==> config.mk <==
export PLATFORM = sky130hd
export DESIGN_NAME = arcade_top
export DESIGN_NICKNAME = d
export VERILOG_FILES = /design/src/verilog/arcade_pkg.sv /design/src/verilog/sync_stage.sv /design/src/verilog/bridge_regs.sv /design/src/verilog/reset_stretch.sv /design/src/verilog/input_router.sv /design/src/verilog/game_control_stage.sv /design/src/verilog/video_formatter.sv /design/src/verilog/arcade_top.sv
export SDC_FILE = /design/constraint.sdc
export NUM_CORES = 1
export LEC_CHECK = 0
export BUFFER_PORTS_ARGS = -buffer_cell sky130_fd_sc_hd__buf_4
export CORE_MARGIN = 2
export CORE_UTILIZATION = 50
export CTS_CLUSTER_DIAMETER = 80
export DETAILED_ROUTE_END_ITERATION = 10
export PLACE_DENSITY = 0.79
export SYNTH_ARGS = -nofsm -noshare
export SYNTH_HDL_FRONTEND = slang
export SYNTH_SLANG_ARGS = --single-unit
export TNS_END_PERCENT = 30
==> constraint.sdc <==
create_clock -name clk_74a -period 3.1 [get_ports clk_74a]
set_input_delay 0.62 -clock clk_74a [delete_from_list [all_inputs] [get_ports clk_74a]]
set_output_delay 0.62 -clock clk_74a [all_outputs]
set_load 0.1 [all_outputs]
==> src/verilog/arcade_pkg.sv <==
// arcade wrapper shared definitions
// button, stick, dip and video bundles plus the bridge address map
// and the adapter thresholds used by the input router

package arcade_pkg;

    // handheld and adapter button map, up in bit 0
    typedef struct packed {
        logic start;
        logic select;
        logic r3;
        logic l3;
        logic r2;
        logic l2;
        logic r1;
        logic l1;
        logic y;
        logic x;
        logic b;
        logic a;
        logic right;
        logic left;
        logic down;
        logic up;
    } key_t;

    // unsigned stick bytes, lstick_x in the low byte
    typedef struct packed {
        logic [7:0] rstick_y;
        logic [7:0] rstick_x;
        logic [7:0] lstick_y;
        logic [7:0] lstick_x;
    } joy_t;

    // dip word as the game samples it, bonus at the bottom
    typedef struct packed {
        logic       demo_sounds;
        logic       spare1;
        logic [1:0] lives;
        logic [5:0] spare6;
        logic [2:0] difficulty;
        logic [2:0] bonus;
    } dip_t;

    // adapter config, enable in the top bit
    typedef struct packed {
        logic       enable;
        logic [4:0] cont_type;
        logic [1:0] assignment;
        logic       blank_screen;
    } adapter_cfg_t;

    // game control word, coin in bit 0
    typedef struct packed {
        logic up;
        logic down;
        logic left;
        logic right;
        logic fire;
        logic start;
        logic coin;
    } game_ctrl_t;

    typedef struct packed {
        logic [11:0] rgb12;
        logic        hblank;
        logic        vblank;
        logic        hsync;
        logic        vsync;
    } video_in_t;

    typedef struct packed {
        logic [23:0] rgb;
        logic        de;
        logic        hs;
        logic        vs;
    } video_out_t;

    ////////////////////////////////////////////////////////////////////////////
    // bridge address map, one word each
    ////////////////////////////////////////////////////////////////////////////
    localparam logic [31:0] ADDR_LIVES       = 32'h2000_0000;
    localparam logic [31:0] ADDR_DIFFICULTY  = 32'h3000_0000;
    localparam logic [31:0] ADDR_BONUS       = 32'h4000_0000;
    localparam logic [31:0] ADDR_DEMO        = 32'h5000_0000;
    localparam logic [31:0] ADDR_RESET       = 32'h8000_0000;
    localparam logic [31:0] ADDR_ADAPTER_EN  = 32'hF200_0000;
    localparam logic [31:0] ADDR_ADAPTER_CFG = 32'hF700_0000;

    // stick d-pad thresholds, idle sits near 0x80
    localparam logic [7:0] STICK_LOW  = 8'h40;
    localparam logic [7:0] STICK_HIGH = 8'hC0;

    // controller types that report analog sticks
    localparam logic [4:0] CONT_ANALOG_A = 5'h12;
    localparam logic [4:0] CONT_ANALOG_B = 5'h13;

endpackage

==> src/verilog/sync_stage.sv <==
// three-flop synchronizer
// brings an asynchronous payload of any packed type into clk_74a

`timescale 1ns/10ps

module sync_stage #(
    parameter type payload_t = logic
) (
    input  logic     clk_74a,
    input  logic     arst_n,
    input  payload_t d,
    output payload_t q
);

    // first two stages absorb metastability
    payload_t meta_q;
    payload_t mid_q;

    always_ff @(posedge clk_74a or negedge arst_n) begin
        if (!arst_n) begin
            meta_q <= '0;
            mid_q  <= '0;
            q      <= '0;
        end else begin
            meta_q <= d;
            mid_q  <= meta_q;
            q      <= mid_q;
        end
    end

endmodule

==> src/verilog/bridge_regs.sv <==
// bridge register file
// decodes bridge writes into dip fields, adapter enable and config,
// flips the manual reset toggle and muxes read-back data

`timescale 1ns/10ps

module bridge_regs
    import arcade_pkg::*;
(
    input  logic         clk_74a,
    input  logic         arst_n,
    input  logic         bridge_wr,
    input  logic [31:0]  bridge_addr,
    input  logic [31:0]  bridge_wr_data,
    output logic [31:0]  bridge_rd_data,
    output dip_t         dips,
    output adapter_cfg_t cfg,
    output logic         reset_toggle
);

    // game dip fields
    logic [1:0] lives_q;
    logic [2:0] difficulty_q;
    logic [2:0] bonus_q;
    logic       demo_q;

    ////////////////////////////////////////////////////////////////////////////
    // write decode
    ////////////////////////////////////////////////////////////////////////////
    always_ff @(posedge clk_74a or negedge arst_n) begin
        if (!arst_n) begin
            lives_q      <= '0;
            difficulty_q <= '0;
            bonus_q      <= '0;
            demo_q       <= 1'b0;
            cfg          <= '0;
            reset_toggle <= 1'b0;
        end else if (bridge_wr) begin
            case (bridge_addr)
                ADDR_LIVES:       lives_q      <= bridge_wr_data[1:0];
                ADDR_DIFFICULTY:  difficulty_q <= bridge_wr_data[2:0];
                ADDR_BONUS:       bonus_q      <= bridge_wr_data[2:0];
                ADDR_DEMO:        demo_q       <= bridge_wr_data[0];
                // enable alone, rest of the config kept
                ADDR_ADAPTER_EN:  cfg.enable   <= bridge_wr_data[0];
                // whole config word, enable included
                ADDR_ADAPTER_CFG: cfg          <= adapter_cfg_t'(bridge_wr_data[8:0]);
                // data ignored, any write requests a reset
                ADDR_RESET:       reset_toggle <= ~reset_toggle;
                default: begin
                end
            endcase
        end
    end

    // spare dip bits read as zero by the game
    assign dips = '{
        demo_sounds: demo_q,
        spare1:      1'b0,
        lives:       lives_q,
        spare6:      6'd0,
        difficulty:  difficulty_q,
        bonus:       bonus_q
    };

    ////////////////////////////////////////////////////////////////////////////
    // read mux, follows bridge_addr directly
    ////////////////////////////////////////////////////////////////////////////
    always_comb begin
        bridge_rd_data = '0;
        case (bridge_addr)
            ADDR_ADAPTER_EN:  bridge_rd_data = {31'd0, cfg.enable};
            ADDR_ADAPTER_CFG: bridge_rd_data = {23'd0, cfg};
            default: begin
            end
        endcase
    end

endmodule

==> src/verilog/reset_stretch.sv <==
// manual reset stretcher
// a change of the bridge toggle while idle holds core_reset
// high for RESET_CYCLES cycles

`timescale 1ns/10ps

module reset_stretch #(
    parameter int unsigned RESET_CYCLES = 2 ** 21
) (
    input  logic clk_74a,
    input  logic arst_n,
    input  logic reset_toggle,
    output logic core_reset
);

    // counter only has to reach RESET_CYCLES - 1
    localparam int CNT_W = (RESET_CYCLES > 1) ? $clog2(RESET_CYCLES) : 1;

    logic             toggle_q;
    logic [CNT_W-1:0] count_q;

    always_ff @(posedge clk_74a or negedge arst_n) begin
        if (!arst_n) begin
            toggle_q   <= 1'b0;
            count_q    <= '0;
            core_reset <= 1'b0;
        end else begin
            // tracked every cycle so a toggle inside the window is absorbed
            toggle_q <= reset_toggle;
            if (!core_reset) begin
                if (reset_toggle != toggle_q) begin
                    core_reset <= 1'b1;
                    count_q    <= CNT_W'(RESET_CYCLES - 1);
                end
            end else if (count_q == '0) begin
                core_reset <= 1'b0;
            end else begin
                count_q <= count_q - 1'b1;
            end
        end
    end

endmodule

==> src/verilog/input_router.sv <==
// player input router
// picks handheld keys or adapter players for game p1/p2,
// converts the adapter left stick to d-pad bits on analog pads

`timescale 1ns/10ps

module input_router
    import arcade_pkg::*;
(
    input  logic         clk_74a,
    input  logic         arst_n,
    input  adapter_cfg_t cfg,
    input  key_t         cont1_key,
    input  key_t         cont2_key,
    input  key_t         snac_p1_btn,
    input  key_t         snac_p2_btn,
    input  joy_t         snac_p1_joy,
    input  joy_t         snac_p2_joy,
    output key_t         p1_ctrl,
    output key_t         p2_ctrl
);

    logic snac_is_analog;
    logic snac_off;
    key_t snac_p1_pad;
    key_t snac_p2_pad;

    // adapter buttons with the d-pad taken from the stick on analog pads
    function automatic key_t adapter_pad(input key_t btn, input joy_t joy,
                                         input logic analog);
        key_t pad;
        pad = btn;
        if (analog) begin
            // y grows downward, x grows to the right
            pad.up    = joy.lstick_y < STICK_LOW;
            pad.down  = joy.lstick_y > STICK_HIGH;
            pad.left  = joy.lstick_x < STICK_LOW;
            pad.right = joy.lstick_x > STICK_HIGH;
        end
        return pad;
    endfunction

    assign snac_is_analog = (cfg.cont_type == CONT_ANALOG_A) ||
                            (cfg.cont_type == CONT_ANALOG_B);

    // no controller type selected counts as adapter off
    assign snac_off = !cfg.enable || (cfg.cont_type == 5'd0);

    assign snac_p1_pad = adapter_pad(snac_p1_btn, snac_p1_joy, snac_is_analog);
    assign snac_p2_pad = adapter_pad(snac_p2_btn, snac_p2_joy, snac_is_analog);

    ////////////////////////////////////////////////////////////////////////////
    // player assignment, one register stage
    ////////////////////////////////////////////////////////////////////////////
    always_ff @(posedge clk_74a or negedge arst_n) begin
        if (!arst_n) begin
            p1_ctrl <= '0;
            p2_ctrl <= '0;
        end else if (snac_off) begin
            p1_ctrl <= cont1_key;
            p2_ctrl <= cont2_key;
        end else begin
            case (cfg.assignment)
                // adapter p1 plays, handheld moves to p2
                2'd0: begin
                    p1_ctrl <= snac_p1_pad;
                    p2_ctrl <= cont1_key;
                end
                // handheld plays, raw adapter buttons on p2
                2'd1: begin
                    p1_ctrl <= cont1_key;
                    p2_ctrl <= snac_p1_btn;
                end
                // both adapter players straight through
                2'd2: begin
                    p1_ctrl <= snac_p1_pad;
                    p2_ctrl <= snac_p2_pad;
                end
                // adapter players crossed over
                default: begin
                    p1_ctrl <= snac_p2_pad;
                    p2_ctrl <= snac_p1_pad;
                end
            endcase
        end
    end

endmodule

==> src/verilog/game_control_stage.sv <==
// game control stage
// stretches the release of p1 select into a coin pulse and
// registers the control word the game core samples

`timescale 1ns/10ps

module game_control_stage
    import arcade_pkg::*;
#(
    parameter int unsigned COIN_CYCLES = 2 ** 20 - 1
) (
    input  logic       clk_74a,
    input  logic       arst_n,
    input  key_t       p1_ctrl,
    output game_ctrl_t game_ctrl
);

    // counter only has to reach COIN_CYCLES - 1
    localparam int CNT_W = (COIN_CYCLES > 1) ? $clog2(COIN_CYCLES) : 1;

    logic             select_q;
    logic             coin_active;
    logic [CNT_W-1:0] coin_cnt;

    ////////////////////////////////////////////////////////////////////////////
    // coin pulse
    ////////////////////////////////////////////////////////////////////////////
    always_ff @(posedge clk_74a or negedge arst_n) begin
        if (!arst_n) begin
            select_q    <= 1'b0;
            coin_active <= 1'b0;
            coin_cnt    <= '0;
        end else begin
            select_q <= p1_ctrl.select;
            if (!coin_active) begin
                // release of select, edges during a pulse fall through
                if (select_q && !p1_ctrl.select) begin
                    coin_active <= 1'b1;
                    coin_cnt    <= CNT_W'(COIN_CYCLES - 1);
                end
            end else if (coin_cnt == '0) begin
                coin_active <= 1'b0;
            end else begin
                coin_cnt <= coin_cnt - 1'b1;
            end
        end
    end

    // control word, face button a is fire
    always_ff @(posedge clk_74a or negedge arst_n) begin
        if (!arst_n) begin
            game_ctrl <= '0;
        end else begin
            game_ctrl.up    <= p1_ctrl.up;
            game_ctrl.down  <= p1_ctrl.down;
            game_ctrl.left  <= p1_ctrl.left;
            game_ctrl.right <= p1_ctrl.right;
            game_ctrl.fire  <= p1_ctrl.a;
            game_ctrl.start <= p1_ctrl.start;
            game_ctrl.coin  <= coin_active;
        end
    end

endmodule

==> src/verilog/video_formatter.sv <==
// video output stage
// 12-bit to 24-bit colour, data enable from the blanks,
// optional handheld screen blank and one-cycle sync pulses

`timescale 1ns/10ps

module video_formatter
    import arcade_pkg::*;
(
    input  logic         clk_74a,
    input  logic         arst_n,
    input  adapter_cfg_t cfg,
    input  video_in_t    vin,
    output video_out_t   vout
);

    logic        de;
    logic        screen_off;
    logic        hsync_q;
    logic        vsync_q;
    logic [23:0] rgb24;

    assign de = !(vin.hblank || vin.vblank);

    // screen blank only applies with the adapter on
    assign screen_off = cfg.blank_screen && cfg.enable;

    // duplicate each nibble, r in the top byte
    assign rgb24 = {{2{vin.rgb12[11:8]}}, {2{vin.rgb12[7:4]}}, {2{vin.rgb12[3:0]}}};

    ////////////////////////////////////////////////////////////////////////////
    // timing outputs and pixel data
    ////////////////////////////////////////////////////////////////////////////
    always_ff @(posedge clk_74a or negedge arst_n) begin
        if (!arst_n) begin
            hsync_q <= 1'b0;
            vsync_q <= 1'b0;
            vout    <= '0;
        end else begin
            hsync_q <= vin.hsync;
            vsync_q <= vin.vsync;
            vout.de <= de;
            // rising edge only
            vout.hs <= vin.hsync && !hsync_q;
            vout.vs <= vin.vsync && !vsync_q;
            // pixel data
            if (!de || screen_off) begin
                vout.rgb <= '0;
            end else begin
                vout.rgb <= rgb24;
            end
        end
    end

endmodule

==> src/verilog/arcade_top.sv <==
// arcade wrapper top level
// bridge registers, manual reset, adapter synchronizers,
// input routing, game control word and video output

`timescale 1ns/10ps

module arcade_top
    import arcade_pkg::*;
#(
    parameter int unsigned RESET_CYCLES = 2 ** 21,
    parameter int unsigned COIN_CYCLES  = 2 ** 20 - 1
) (
    input  logic        clk_74a,
    input  logic        arst_n,
    input  logic        bridge_wr,
    input  logic [31:0] bridge_addr,
    input  logic [31:0] bridge_wr_data,
    output logic [31:0] bridge_rd_data,
    input  key_t        cont1_key,
    input  key_t        cont2_key,
    input  key_t        snac_p1_btn,
    input  key_t        snac_p2_btn,
    input  joy_t        snac_p1_joy,
    input  joy_t        snac_p2_joy,
    input  video_in_t   vin,
    output video_out_t  vout,
    output game_ctrl_t  game_ctrl,
    output dip_t        dips,
    output logic        core_reset
);

    adapter_cfg_t cfg;
    logic         reset_toggle;
    key_t         p1_btn_s;
    key_t         p2_btn_s;
    joy_t         p1_joy_s;
    joy_t         p2_joy_s;
    key_t         p1_ctrl;

    ////////////////////////////////////////////////////////////////////////////
    // bridge and manual reset
    ////////////////////////////////////////////////////////////////////////////
    bridge_regs u_bridge_regs (
        .clk_74a        (clk_74a),
        .arst_n         (arst_n),
        .bridge_wr      (bridge_wr),
        .bridge_addr    (bridge_addr),
        .bridge_wr_data (bridge_wr_data),
        .bridge_rd_data (bridge_rd_data),
        .dips           (dips),
        .cfg            (cfg),
        .reset_toggle   (reset_toggle)
    );

    reset_stretch #(.RESET_CYCLES(RESET_CYCLES)) u_reset_stretch (
        .clk_74a      (clk_74a),
        .arst_n       (arst_n),
        .reset_toggle (reset_toggle),
        .core_reset   (core_reset)
    );

    ////////////////////////////////////////////////////////////////////////////
    // adapter inputs arrive asynchronously
    ////////////////////////////////////////////////////////////////////////////
    sync_stage #(.payload_t(key_t)) u_sync_p1_btn (
        .clk_74a (clk_74a), .arst_n (arst_n), .d (snac_p1_btn), .q (p1_btn_s)
    );

    sync_stage #(.payload_t(key_t)) u_sync_p2_btn (
        .clk_74a (clk_74a), .arst_n (arst_n), .d (snac_p2_btn), .q (p2_btn_s)
    );

    sync_stage #(.payload_t(joy_t)) u_sync_p1_joy (
        .clk_74a (clk_74a), .arst_n (arst_n), .d (snac_p1_joy), .q (p1_joy_s)
    );

    sync_stage #(.payload_t(joy_t)) u_sync_p2_joy (
        .clk_74a (clk_74a), .arst_n (arst_n), .d (snac_p2_joy), .q (p2_joy_s)
    );

    // routing then control word, two cycles from a key change
    // game p2 has no consumer, this game is single player on the wire
    input_router u_input_router (
        .clk_74a     (clk_74a),
        .arst_n      (arst_n),
        .cfg         (cfg),
        .cont1_key   (cont1_key),
        .cont2_key   (cont2_key),
        .snac_p1_btn (p1_btn_s),
        .snac_p2_btn (p2_btn_s),
        .snac_p1_joy (p1_joy_s),
        .snac_p2_joy (p2_joy_s),
        .p1_ctrl     (p1_ctrl),
        .p2_ctrl     ()
    );

    game_control_stage #(.COIN_CYCLES(COIN_CYCLES)) u_game_control_stage (
        .clk_74a   (clk_74a),
        .arst_n    (arst_n),
        .p1_ctrl   (p1_ctrl),
        .game_ctrl (game_ctrl)
    );

    video_formatter u_video_formatter (
        .clk_74a (clk_74a),
        .arst_n  (arst_n),
        .cfg     (cfg),
        .vin     (vin),
        .vout    (vout)
    );

endmodule

==> results of run 1 <==
==> metal layers <==
| layer | GRT usage | wire length (µm) |
|---|---|---|
| met1 | 0.229 | 6610 |
| met2 | 0.327 | 8360 |
| met3 | 0.0495 | 1190 |
| met4 | 0.0509 | 314 |
| met5 | 0 | 0 |
==> report_power, final <==
| group | internal [mW] | switching, mW | leakage [nW] | total [mW] |
|---|---|---|---|---|
| Clock | 1.83 | 1.15 | 0.424 | 2.98 |
| Combinational | 0.220 | 0.500 | 1.82 | 0.721 |
| Sequential | 3.22 | 0.130 | 2.80 | 3.35 |
==> state kept, by name (all words and copies together) (netlist names), 7 cells and up <==
register	cells
u_game_control_stage.coin_cnt	20
u_bridge_regs.cfg	9
u_sync_p2_joy.q	16
u_sync_p1_joy.q	16
u_sync_p2_btn.meta_q	7
u_reset_stretch.count_q	21
u_sync_p2_joy.meta_q	16
u_game_control_stage.game_ctrl	7
u_sync_p1_joy.mid_q	16
u_sync_p1_btn.q	7
u_sync_p1_joy.meta_q	16
u_sync_p1_btn.meta_q	7
u_video_formatter.vout	15
u_sync_p1_btn.mid_q	7
u_sync_p2_btn.q	7
u_sync_p2_btn.mid_q	7
u_sync_p2_joy.mid_q	16
u_input_router.p1_ctrl	7
==> cell usage after synthesis, drive strengths merged, types with 2 or more instances <==
cell,instances
o31ai,6
nor3b,4
mux2,18
a2bb2oi,2
mux2i,3
or3,8
nor3,19
nand3b,7
buf,46
o21ai,25
nor2b,5
nor4,18
clkbuf,14
a31oi,3
or4b,5
o22ai,7
nand4,9
or4,14
ha,4
xnor2,5
a211oi,9
and2,21
nand3,14
and4,5
or2,3
xor2,9
dfrtp,233
a21oi,19
nor2,31
nand2,22
o311ai,5
inv,9
nand2b,3
and3,10
==> placed cells by master, fill, tap and decap left out, drive strengths merged, types with 19 or more instances in the layout <==
| cell type | count |
|---|---|
| clkbuf | 37 |
| buf | 173 |
| and2 | 21 |
| nor2 | 31 |
| conb | 30 |
| nand2 | 22 |
| nor3 | 19 |
| dfrtp | 233 |
| a21oi | 19 |
| o21ai | 25 |
==> through the flow <==
| stage | cell area, µm² | instances |
|---|---|---|
| 6_report | 10700 | 1040 |
| 4_1_cts | 10700 | 1040 |
| 5_1_grt | 10700 | 1040 |
| 3_3_place_gp | 9830 | 995 |
| 3_5_place_dp | 9830 | 995 |
| 2_1_floorplan | 8640 | 662 |
==> final cells by class <==
| cell class | count | share of cell area |
|---|---|---|
| timing repair buffer | 173 | 0.125 |
| clock buffer | 37 | 0.0693 |
| clock inverter | 8 | 0.0104 |
| multi-input combinational | 360 | 0.221 |
| sequential | 233 | 0.546 |
| tap | 220 | 0.0258 |
| inverter | 9 | 0.00316 |
==> logic make-up (layout without fill, tap and decap cells) <==
kind of cell	after synthesis	in the layout	share of synthesized area
AO/OA/AOI/OAI	86	86	0.0648
XOR/XNOR	14	14	0.0145
AND/OR/NAND/NOR	205	205	0.147
adder cells (fa/ha/maj)	4	4	0.00590
flip-flops	233	233	0.687
multiplexers	21	21	0.0274
buffers and inverters	69	227	0.0524
other	1	30	0.000442
==> how the worst max path moves through the flow <==
stage / cells past startpoint / end / slack [ns] / from
after global placement: 8 / bridge_rd_data[3] / 0.11 / bridge_addr[5]
after floorplan: 4 / bridge_rd_data[0] / -0.02 / bridge_addr[5]
after global routing: 8 / bridge_rd_data[3] / 0.01 / bridge_addr[5]
after CTS: 8 / bridge_rd_data[3] / 0.10 / bridge_addr[5]
final: 8 / bridge_rd_data[3] / 0.10 / bridge_addr[5]
after detailed placement: 8 / bridge_rd_data[3] / 0.12 / bridge_addr[5]
==> impl_metrics.tcl, run 1 <==
set metrics [dict create \
    io_pins 294 \
    final_max_slew_viol_count 0 \
    cts_resized 0 \
    synth_top_cell_area_share 0.687 \
    r2r_cells 5 \
    hpwlAfterDp_um 11200 \
    slew_headroom 0.342 \
    synthTopCellsByArea "dfrtp_1 69%, buf_4 3.8%, mux2_2 2.4%" \
    cp-end-kind "primary output" \
    drc 0 \
    grtUsageTotal 0.186 \
    critical-path-slowest-cell "or4_4" \
    dr_total_vias 5326 \
    vias_per_cell 5.12 \
    die_h_um 134 \
    path_cells "buf_4 > or4_4 > nor2_4 > nand2_4 > nor4_1 > buf_4 > and2_2 > buf_4" \
    coreArea_mm2 0.0166 \
    start_util 0.511 \
    netlist_instances 633 \
    post_drt_wl_per_cell_um 15.8 \
    setup_viol 0 \
    synth_ff_type "dfrtp_1" \
    cts_setup_buffers 0 \
    crit_type "input pin to primary output" \
    synth-seq-cells 233 \
    hold_ws_ns 0.123 \
    max_freq_mhz 334 \
    rsz0062_at_grt "no" \
    diodes 0 \
    yosysWarnings 0 \
    rrSetupSlack_ns 0.51 \
    clock_latency_ns 0.53 \
    synth_area_per_cell_um2 13.4 \
    drv_cap 0 \
    hold_class "input pin to asynchronous set/reset pin" \
    ys_seq_area_frac 0.687 \
    utilization 0.644 \
    critPathMaxFanout 8 \
    place.gp.congestion 0.876 \
    clk_pin_slew_ns 0.05 \
    r2r-end "u_reset_stretch.count_q[17]$_DFFE_PN0P_" \
    critPathTopFamily "simple AND/OR/NAND/NOR gates" \
    clk_path_buf_depth 3 \
    areaGrowthSynthToFinish_pct 26.0 \
    cts_made_buffers 25 \
    ir_drop_mv 0.708 \
    grt_pass1_wl_um 27000 \
    fillers 1229 \
    synth_top_area_cell "dfrtp_1" \
    crit_path_max_incr_delay_ns 0.54 \
    ctsHoldBuffers 0 \
    rows 47 \
    fin_worst_skew_ns 0.0234 \
    dpl_worst_slack_ns 0.121 \
    first_pass_iters 4 \
    syn_area_mm2 0.00848 \
    cpMostUsedCell "buf_4" \
    grt-ovfl-total 0 \
    root_buffer "clkbuf_16" \
    power_mw 7.05 \
    hold_viol 0 \
    initialDrtViolationCount 300 \
    fin_tns_setup_ns 0 \
    nets 1017 \
    r2r_start "u_reset_stretch.count_q[9]$_DFFE_PN0P_" \
    crit_arrival_ns 2.38 \
    multi_input_area_mm2 0.00236 \
    cp.buffers_inverters 3 \
    crit_required_ns 2.48 \
    ant_nets 0 \
    cp-start-kind "input pin" \
    period_share 0.967 \
    drive_gt1_frac 0.321 \
    seq_area_mm2 0.00583 \
    pwr_density_cell_mw_per_mm2 660 \
    worst_slack_ns 0.102 \
    grt_pass1_vias 5504 \
    cts_tree "yes" \
    cts_sinks 233 \
    port_buffers 165 \
    die_area_mm2 0.0180 \
    fin_crit_ns 3.00 \
    p_leak_nw 5.05 \
    synthDistinctLibCells 63 \
    async_flop_share 1.00 \
    cts-htree-levels 1 \
    outcome "completed" \
    synth_edf_count 0 \
    die_x_um 134 \
    grt_max_degree 104 \
    antenna_found_initial 0 \
    wl_um 16500 \
    timing_worst_slew_pin_value_ns 0.981 \
]
Note: power is estimated with default switching activity, not from simulation.
==> run 2: changes to the inputs <==
- BUFFER_PORTS_ARGS: -buffer_cell sky130_fd_sc_hd__buf_4 -> -buffer_cell sky130_fd_sc_hd__buf_2
- CTS_BUF_LIST: not set -> sky130_fd_sc_hd__clkbuf_8 sky130_fd_sc_hd__clkbuf_16
- SKIP_LAST_GASP: not set -> 1
==> impl_metrics.tcl, run 2 (synthesis results as in run 1) <==
set metrics [dict create \
    io_pins 294 \
    ir_drop_mv 0.596 \
    multi_input_area_mm2 0.00236 \
    final_max_slew_viol_count 0 \
    cts-htree-levels 1 \
    combPwrFrac 0.098 \
    vias_per_cell 5.19 \
    cts_sinks 233 \
    areaGrowthSynthToFinish_pct 22.2 \
    post_drt_wl_per_cell_um 15.6 \
    grtUsageTotal 0.185 \
    setup_viol 0 \
    power_mw 6.89 \
    cts_tree "yes" \
    clk_pin_slew_ns 0.06 \
    p_int_mw 5.10 \
    fillers 1258 \
    top_regs "u_reset_stretch.count_q (21), u_game_control_stage.coin_cnt (20)" \
    rows 47 \
    hpwlAfterDp_um 11000 \
    root_buffer "clkbuf_16" \
    dpl_worst_slack_ns 0.191 \
    swShare 0.259 \
    grt_max_degree 74 \
    grt_pass1_vias 5295 \
    antenna_found_initial 1 \
    coreArea_mm2 0.0166 \
    timing_worst_slew_pin_value_ns 1.08 \
    top_register "u_reset_stretch.count_q" \
    ctsHoldBuffers 0 \
    seqPwrFrac 0.487 \
    place.gp.congestion 0.850 \
    crit_required_ns 2.48 \
    clock_latency_ns 0.53 \
    placed_cells 993 \
    largest_reg_flops 21 \
    first_pass_iters 5 \
    hold_class "input pin to asynchronous set/reset pin" \
    hold_viol 0 \
    nets 1014 \
    met2_usage 0.315 \
    outcome "completed" \
    start_util 0.511 \
    cp-end-kind "primary output" \
    ant_nets 0 \
    die_h_um 134 \
    cts_made_buffers 24 \
    hold_ws_ns 0.0274 \
    die_x_um 134 \
    crit_type "input pin to primary output" \
    layout_common_cells "233 x dfrtp_1, 155 x buf_2, 30 x conb_1" \
    critPathMaxFanout 8 \
    fin_worst_skew_ns 0.0140 \
    clk_path_buf_depth 3 \
    die_area_mm2 0.0180 \
    slew_headroom 0.275 \
    drv_cap 0 \
    cp-start-kind "input pin" \
    dr_total_vias 5379 \
    drive_gt1_frac 0.319 \
    port_buffers 165 \
    utilization 0.625 \
    cts_setup_buffers 0 \
    cts_resized 0 \
    initialDrtViolationCount 316 \
    worst_slack_ns 0.179 \
    drc 0 \
    place_area_mm2 0.00954 \
    period_share 0.942 \
    final_cells 1037 \
    busiest_layer "met2" \
    crit_arrival_ns 2.30 \
    fin_crit_ns 2.92 \
    grtUsageMet1 0.241 \
    pwr-share-clk 0.415 \
    layout_commonest_cell "dfrtp_1" \
    seq_area_mm2 0.00583 \
    p_leak_nw 4.95 \
    grt-ovfl-total 0 \
    p_sw_mw 1.78 \
    fin_tns_setup_ns 0 \
    max_freq_mhz 342 \
    pwr_density_cell_mw_per_mm2 664 \
    wl_um 16200 \
    rsz0062_at_grt "no" \
    grt_pass1_wl_um 26700 \
    fin_area_mm2 0.0104 \
    met3_usage 0.0412 \
]
==> run 2: cell types whose count changed in the layout (fill, tap and decap cells not counted), moves of 2 or more <==
cell / previous run / this run
clkbuf_8: 7 / 5
buf_12: 2 / 11
inv_1: 9 / 13
buf_2: 0 / 155
clkbuf_1: 5 / 0
clkinvlp_4: 0 / 2
buf_4: 170 / 4
==> run 2: worst paths after layout <==
kind                                                         startpoint                                           to  slack (ns)  depth (start not counted)
min in group clk_74a                                     snac_p1_btn[2]            u_sync_p1_btn.meta_q[2]$_DFF_PN0_        0.20                          1
worst max-delay path                                     bridge_addr[5]                            bridge_rd_data[3]        0.18                          8
worst min-delay path                                             arst_n         u_video_formatter.vout[25]$_DFF_PN0_        0.03                          1
max in group asynchronous                                        arst_n             u_sync_p1_btn.mid_q[3]$_DFF_PN0_        2.30                          2
worst min register to register      u_input_router.p1_ctrl[4]$_DFF_PN0_  u_game_control_stage.game_ctrl[2]$_DFF_PN0_        0.34                          0
worst max register to register  u_reset_stretch.count_q[11]$_DFFE_PN0P_      u_reset_stretch.count_q[17]$_DFFE_PN0P_        0.52                          5
==> run 2: critical path, cell delays in order <==
cell and delay, ns:
buf_2 0.09, or4_4 0.54, nor2_4 0.16, nand2_4 0.10
nor4_1 0.20, buf_4 0.19, and2_2 0.21, buf_12 0.18
==> run 2: metal layers <==
layer,wire (µm),up-vias
li1,-,2522
met1,6760,2613
met2,8060,206
met3,1030,36
met4,333,2
met5,13,-
==> run 2: layout make-up <==
class | instances | share of cell area
multi-input cells | 360 | 0.228
flip-flops and latches | 233 | 0.563
inverters | 9 | 0.00326
diodes | 1 | 0.000241
well taps | 220 | 0.0266
repair buffers | 171 | 0.100
clock buffers | 29 | 0.0646
clock inverters | 14 | 0.0144
==> run 2: power groups by stage <==
| stage | logic [mW] | clock network [mW] | registers, mW |
|---|---|---|---|
| after floorplan | 0.420 | 0 | 3.46 |
| after global placement | 0.657 | 0 | 3.39 |
| after detailed placement | 0.673 | 0 | 3.40 |
| after CTS | 0.680 | 2.92 | 3.35 |
| after global routing | 0.733 | 3.07 | 3.38 |
| final | 0.674 | 2.86 | 3.35 |
==> run 3: changes to the inputs <==
- BUFFER_PORTS_ARGS: -buffer_cell sky130_fd_sc_hd__buf_2 -> not set
- CORE_UTILIZATION: 50 -> 55
- DONT_BUFFER_PORTS: not set -> 1
- PLACE_DENSITY: 0.79 -> 0.69
==> impl_metrics.tcl, run 3 (synthesis results as in run 1) <==
set metrics [dict create \
    outcome "complete, but fails checks" \
    failed_checks "hold timing" \
    crit_type "input pin to primary output" \
    drc 0 \
    post_drt_wl_per_cell_um 17.3 \
    cts_tree "yes" \
    final_cells 844 \
    grt-ovfl-total 0 \
    die_area_mm2 0.0164 \
    rows 45 \
    wl_um 14600 \
    vias_per_cell 5.63 \
    port_buffers 0 \
    timing_worst_slew_pin_value_ns 0.995 \
    seq_area_mm2 0.00585 \
    clock_latency_ns 0.51 \
    cts_setup_buffers 0 \
    drive_gt1_frac 0.166 \
    layout_commonest_cell "dfrtp_1" \
    r2r_start "u_reset_stretch.count_q[11]$_DFFE_PN0P_" \
    final_max_slew_viol_count 0 \
    cts_made_buffers 23 \
    crit_required_ns 2.48 \
    clk_path_buf_depth 3 \
    ant_nets 0 \
    ir_drop_mv 0.589 \
    start_util 0.560 \
    cts_sinks 233 \
    place.gp.congestion 0.874 \
    fin_crit_ns 2.79 \
    top_register "u_reset_stretch.count_q" \
    max_freq_mhz 359 \
    fin_worst_skew_ns 0.00590 \
    dr_total_vias 4751 \
    critPathMaxFanout 8 \
    grt_pass1_vias 4850 \
    die_x_um 128 \
    top_regs "u_reset_stretch.count_q (21), u_game_control_stage.coin_cnt (20)" \
    rsz0062_at_grt "no" \
    hold_class "input pin to asynchronous set/reset pin" \
    slew_headroom 0.333 \
    io_pins 294 \
    drv_cap 0 \
    crit_path_max_incr_delay_ns 0.53 \
    grtUsageTotal 0.184 \
    cts-htree-levels 1 \
    hpwlAfterDp_um 9820 \
    initialDrtViolationCount 379 \
    grt_max_degree 234 \
    first_pass_iters 4 \
    fillers 1091 \
    hold_viol 233 \
    coreArea_mm2 0.0151 \
    p_leak_nw 4.25 \
    largest_reg_flops 21 \
    antenna_found_initial 0 \
    worst_slack_ns 0.315 \
    cts_resized 0 \
    areaGrowthSynthToFinish_pct 11.8 \
    hold_ws_ns -0.192 \
    crit_arrival_ns 2.17 \
    cp-end-kind "primary output" \
    nets 854 \
    period_share 0.899 \
    clk_pin_slew_ns 0.06 \
    cp-start-kind "input pin" \
    placed_cells 802 \
    cp.buffers_inverters 2 \
    layout_common_cells "221 x dfrtp_1, 30 x conb_1, 29 x nor2_1" \
    multi_input_area_mm2 0.00236 \
    grt_pass1_wl_um 24000 \
    critPathTopFamily "simple AND/OR/NAND/NOR gates" \
    die_h_um 128 \
    dpl_worst_slack_ns 0.321 \
    critical-path-slowest-cell "or4_4" \
    crit_start "bridge_addr[5]" \
    pwr_density_cell_mw_per_mm2 709 \
    root_buffer "clkbuf_16" \
    setup_viol 0 \
    path_cells "or4_4 > nor2_4 > nand2_4 > nor4_1 > buf_4 > and2_2 > buf_12" \
]
==> run 3: cell types whose count changed in the layout (fill, tap and decap cells not counted), moves of 2 or more <==
| cell | change |
|---|---|
| buf_2 | -155 |
| dfrtp_1 | -12 |
| dfrtp_2 | +12 |
| buf_12 | -3 |
| bufinv_16 | +2 |
| clkinvlp_4 | -2 |
| inv_1 | +2 |
==> run 3: metal layers <==
metal / routed length (µm) / global-route usage / vias to the layer above
met5: 0 / 0 / -
met4: 516 / 0.0730 / 0
met3: 959 / 0.0497 / 36
met2: 7190 / 0.303 / 174
met1: 5920 / 0.234 / 2356
li1: - / - / 2185
==> run 3: worst paths after layout <==
kind | end | slack (ns) | cells past startpoint
setup / recovery | bridge_rd_data[7] | 0.31 | 7
hold / removal | u_video_formatter.vout[2]$_DFF_PN0_ | -0.19 | 0
setup reg to reg | u_reset_stretch.count_q[9]$_DFFE_PN0P_ | 0.53 | 5
hold reg to reg | u_sync_p1_joy.mid_q[8]$_DFF_PN0_ | 0.34 | 0
max in group asynchronous | u_sync_p1_joy.mid_q[9]$_DFF_PN0_ | 2.93 | 0
min in group clk_74a | u_video_formatter.hsync_q$_DFF_PN0_ | 0.13 | 0
==> run 3: where the power goes <==
part	total, mW	internal (mW)	switching [mW]
registers	3.51	3.22	0.285
logic	0.354	0.0996	0.254
clock network	2.86	1.78	1.08
total	6.72	5.11	1.62
==> run 3: cell type report <==
cell class / instances / share of cell area
antenna: 1 / 0.000264
clock buffer: 27 / 0.0665
clock inverter: 14 / 0.0187
inverter: 9 / 0.00356
multi-input combinational: 360 / 0.249
sequential: 233 / 0.617
tap: 188 / 0.0248
timing repair buffer: 12 / 0.0201
==> run 3: stage by stage <==
step | util | TNS, ns | area [µm²] | power, mW
3_3_place_gp | 0.572 | 0 | 8670 | 3.89
2_1_floorplan | - | -0.0204 | 8640 | 3.88
6_report | 0.626 | 0 | 9480 | 6.72
4_1_cts | 0.626 | 0 | 9480 | 6.80
5_1_grt | 0.626 | 0 | 9480 | 6.99
3_5_place_dp | 0.572 | 0 | 8670 | 3.91
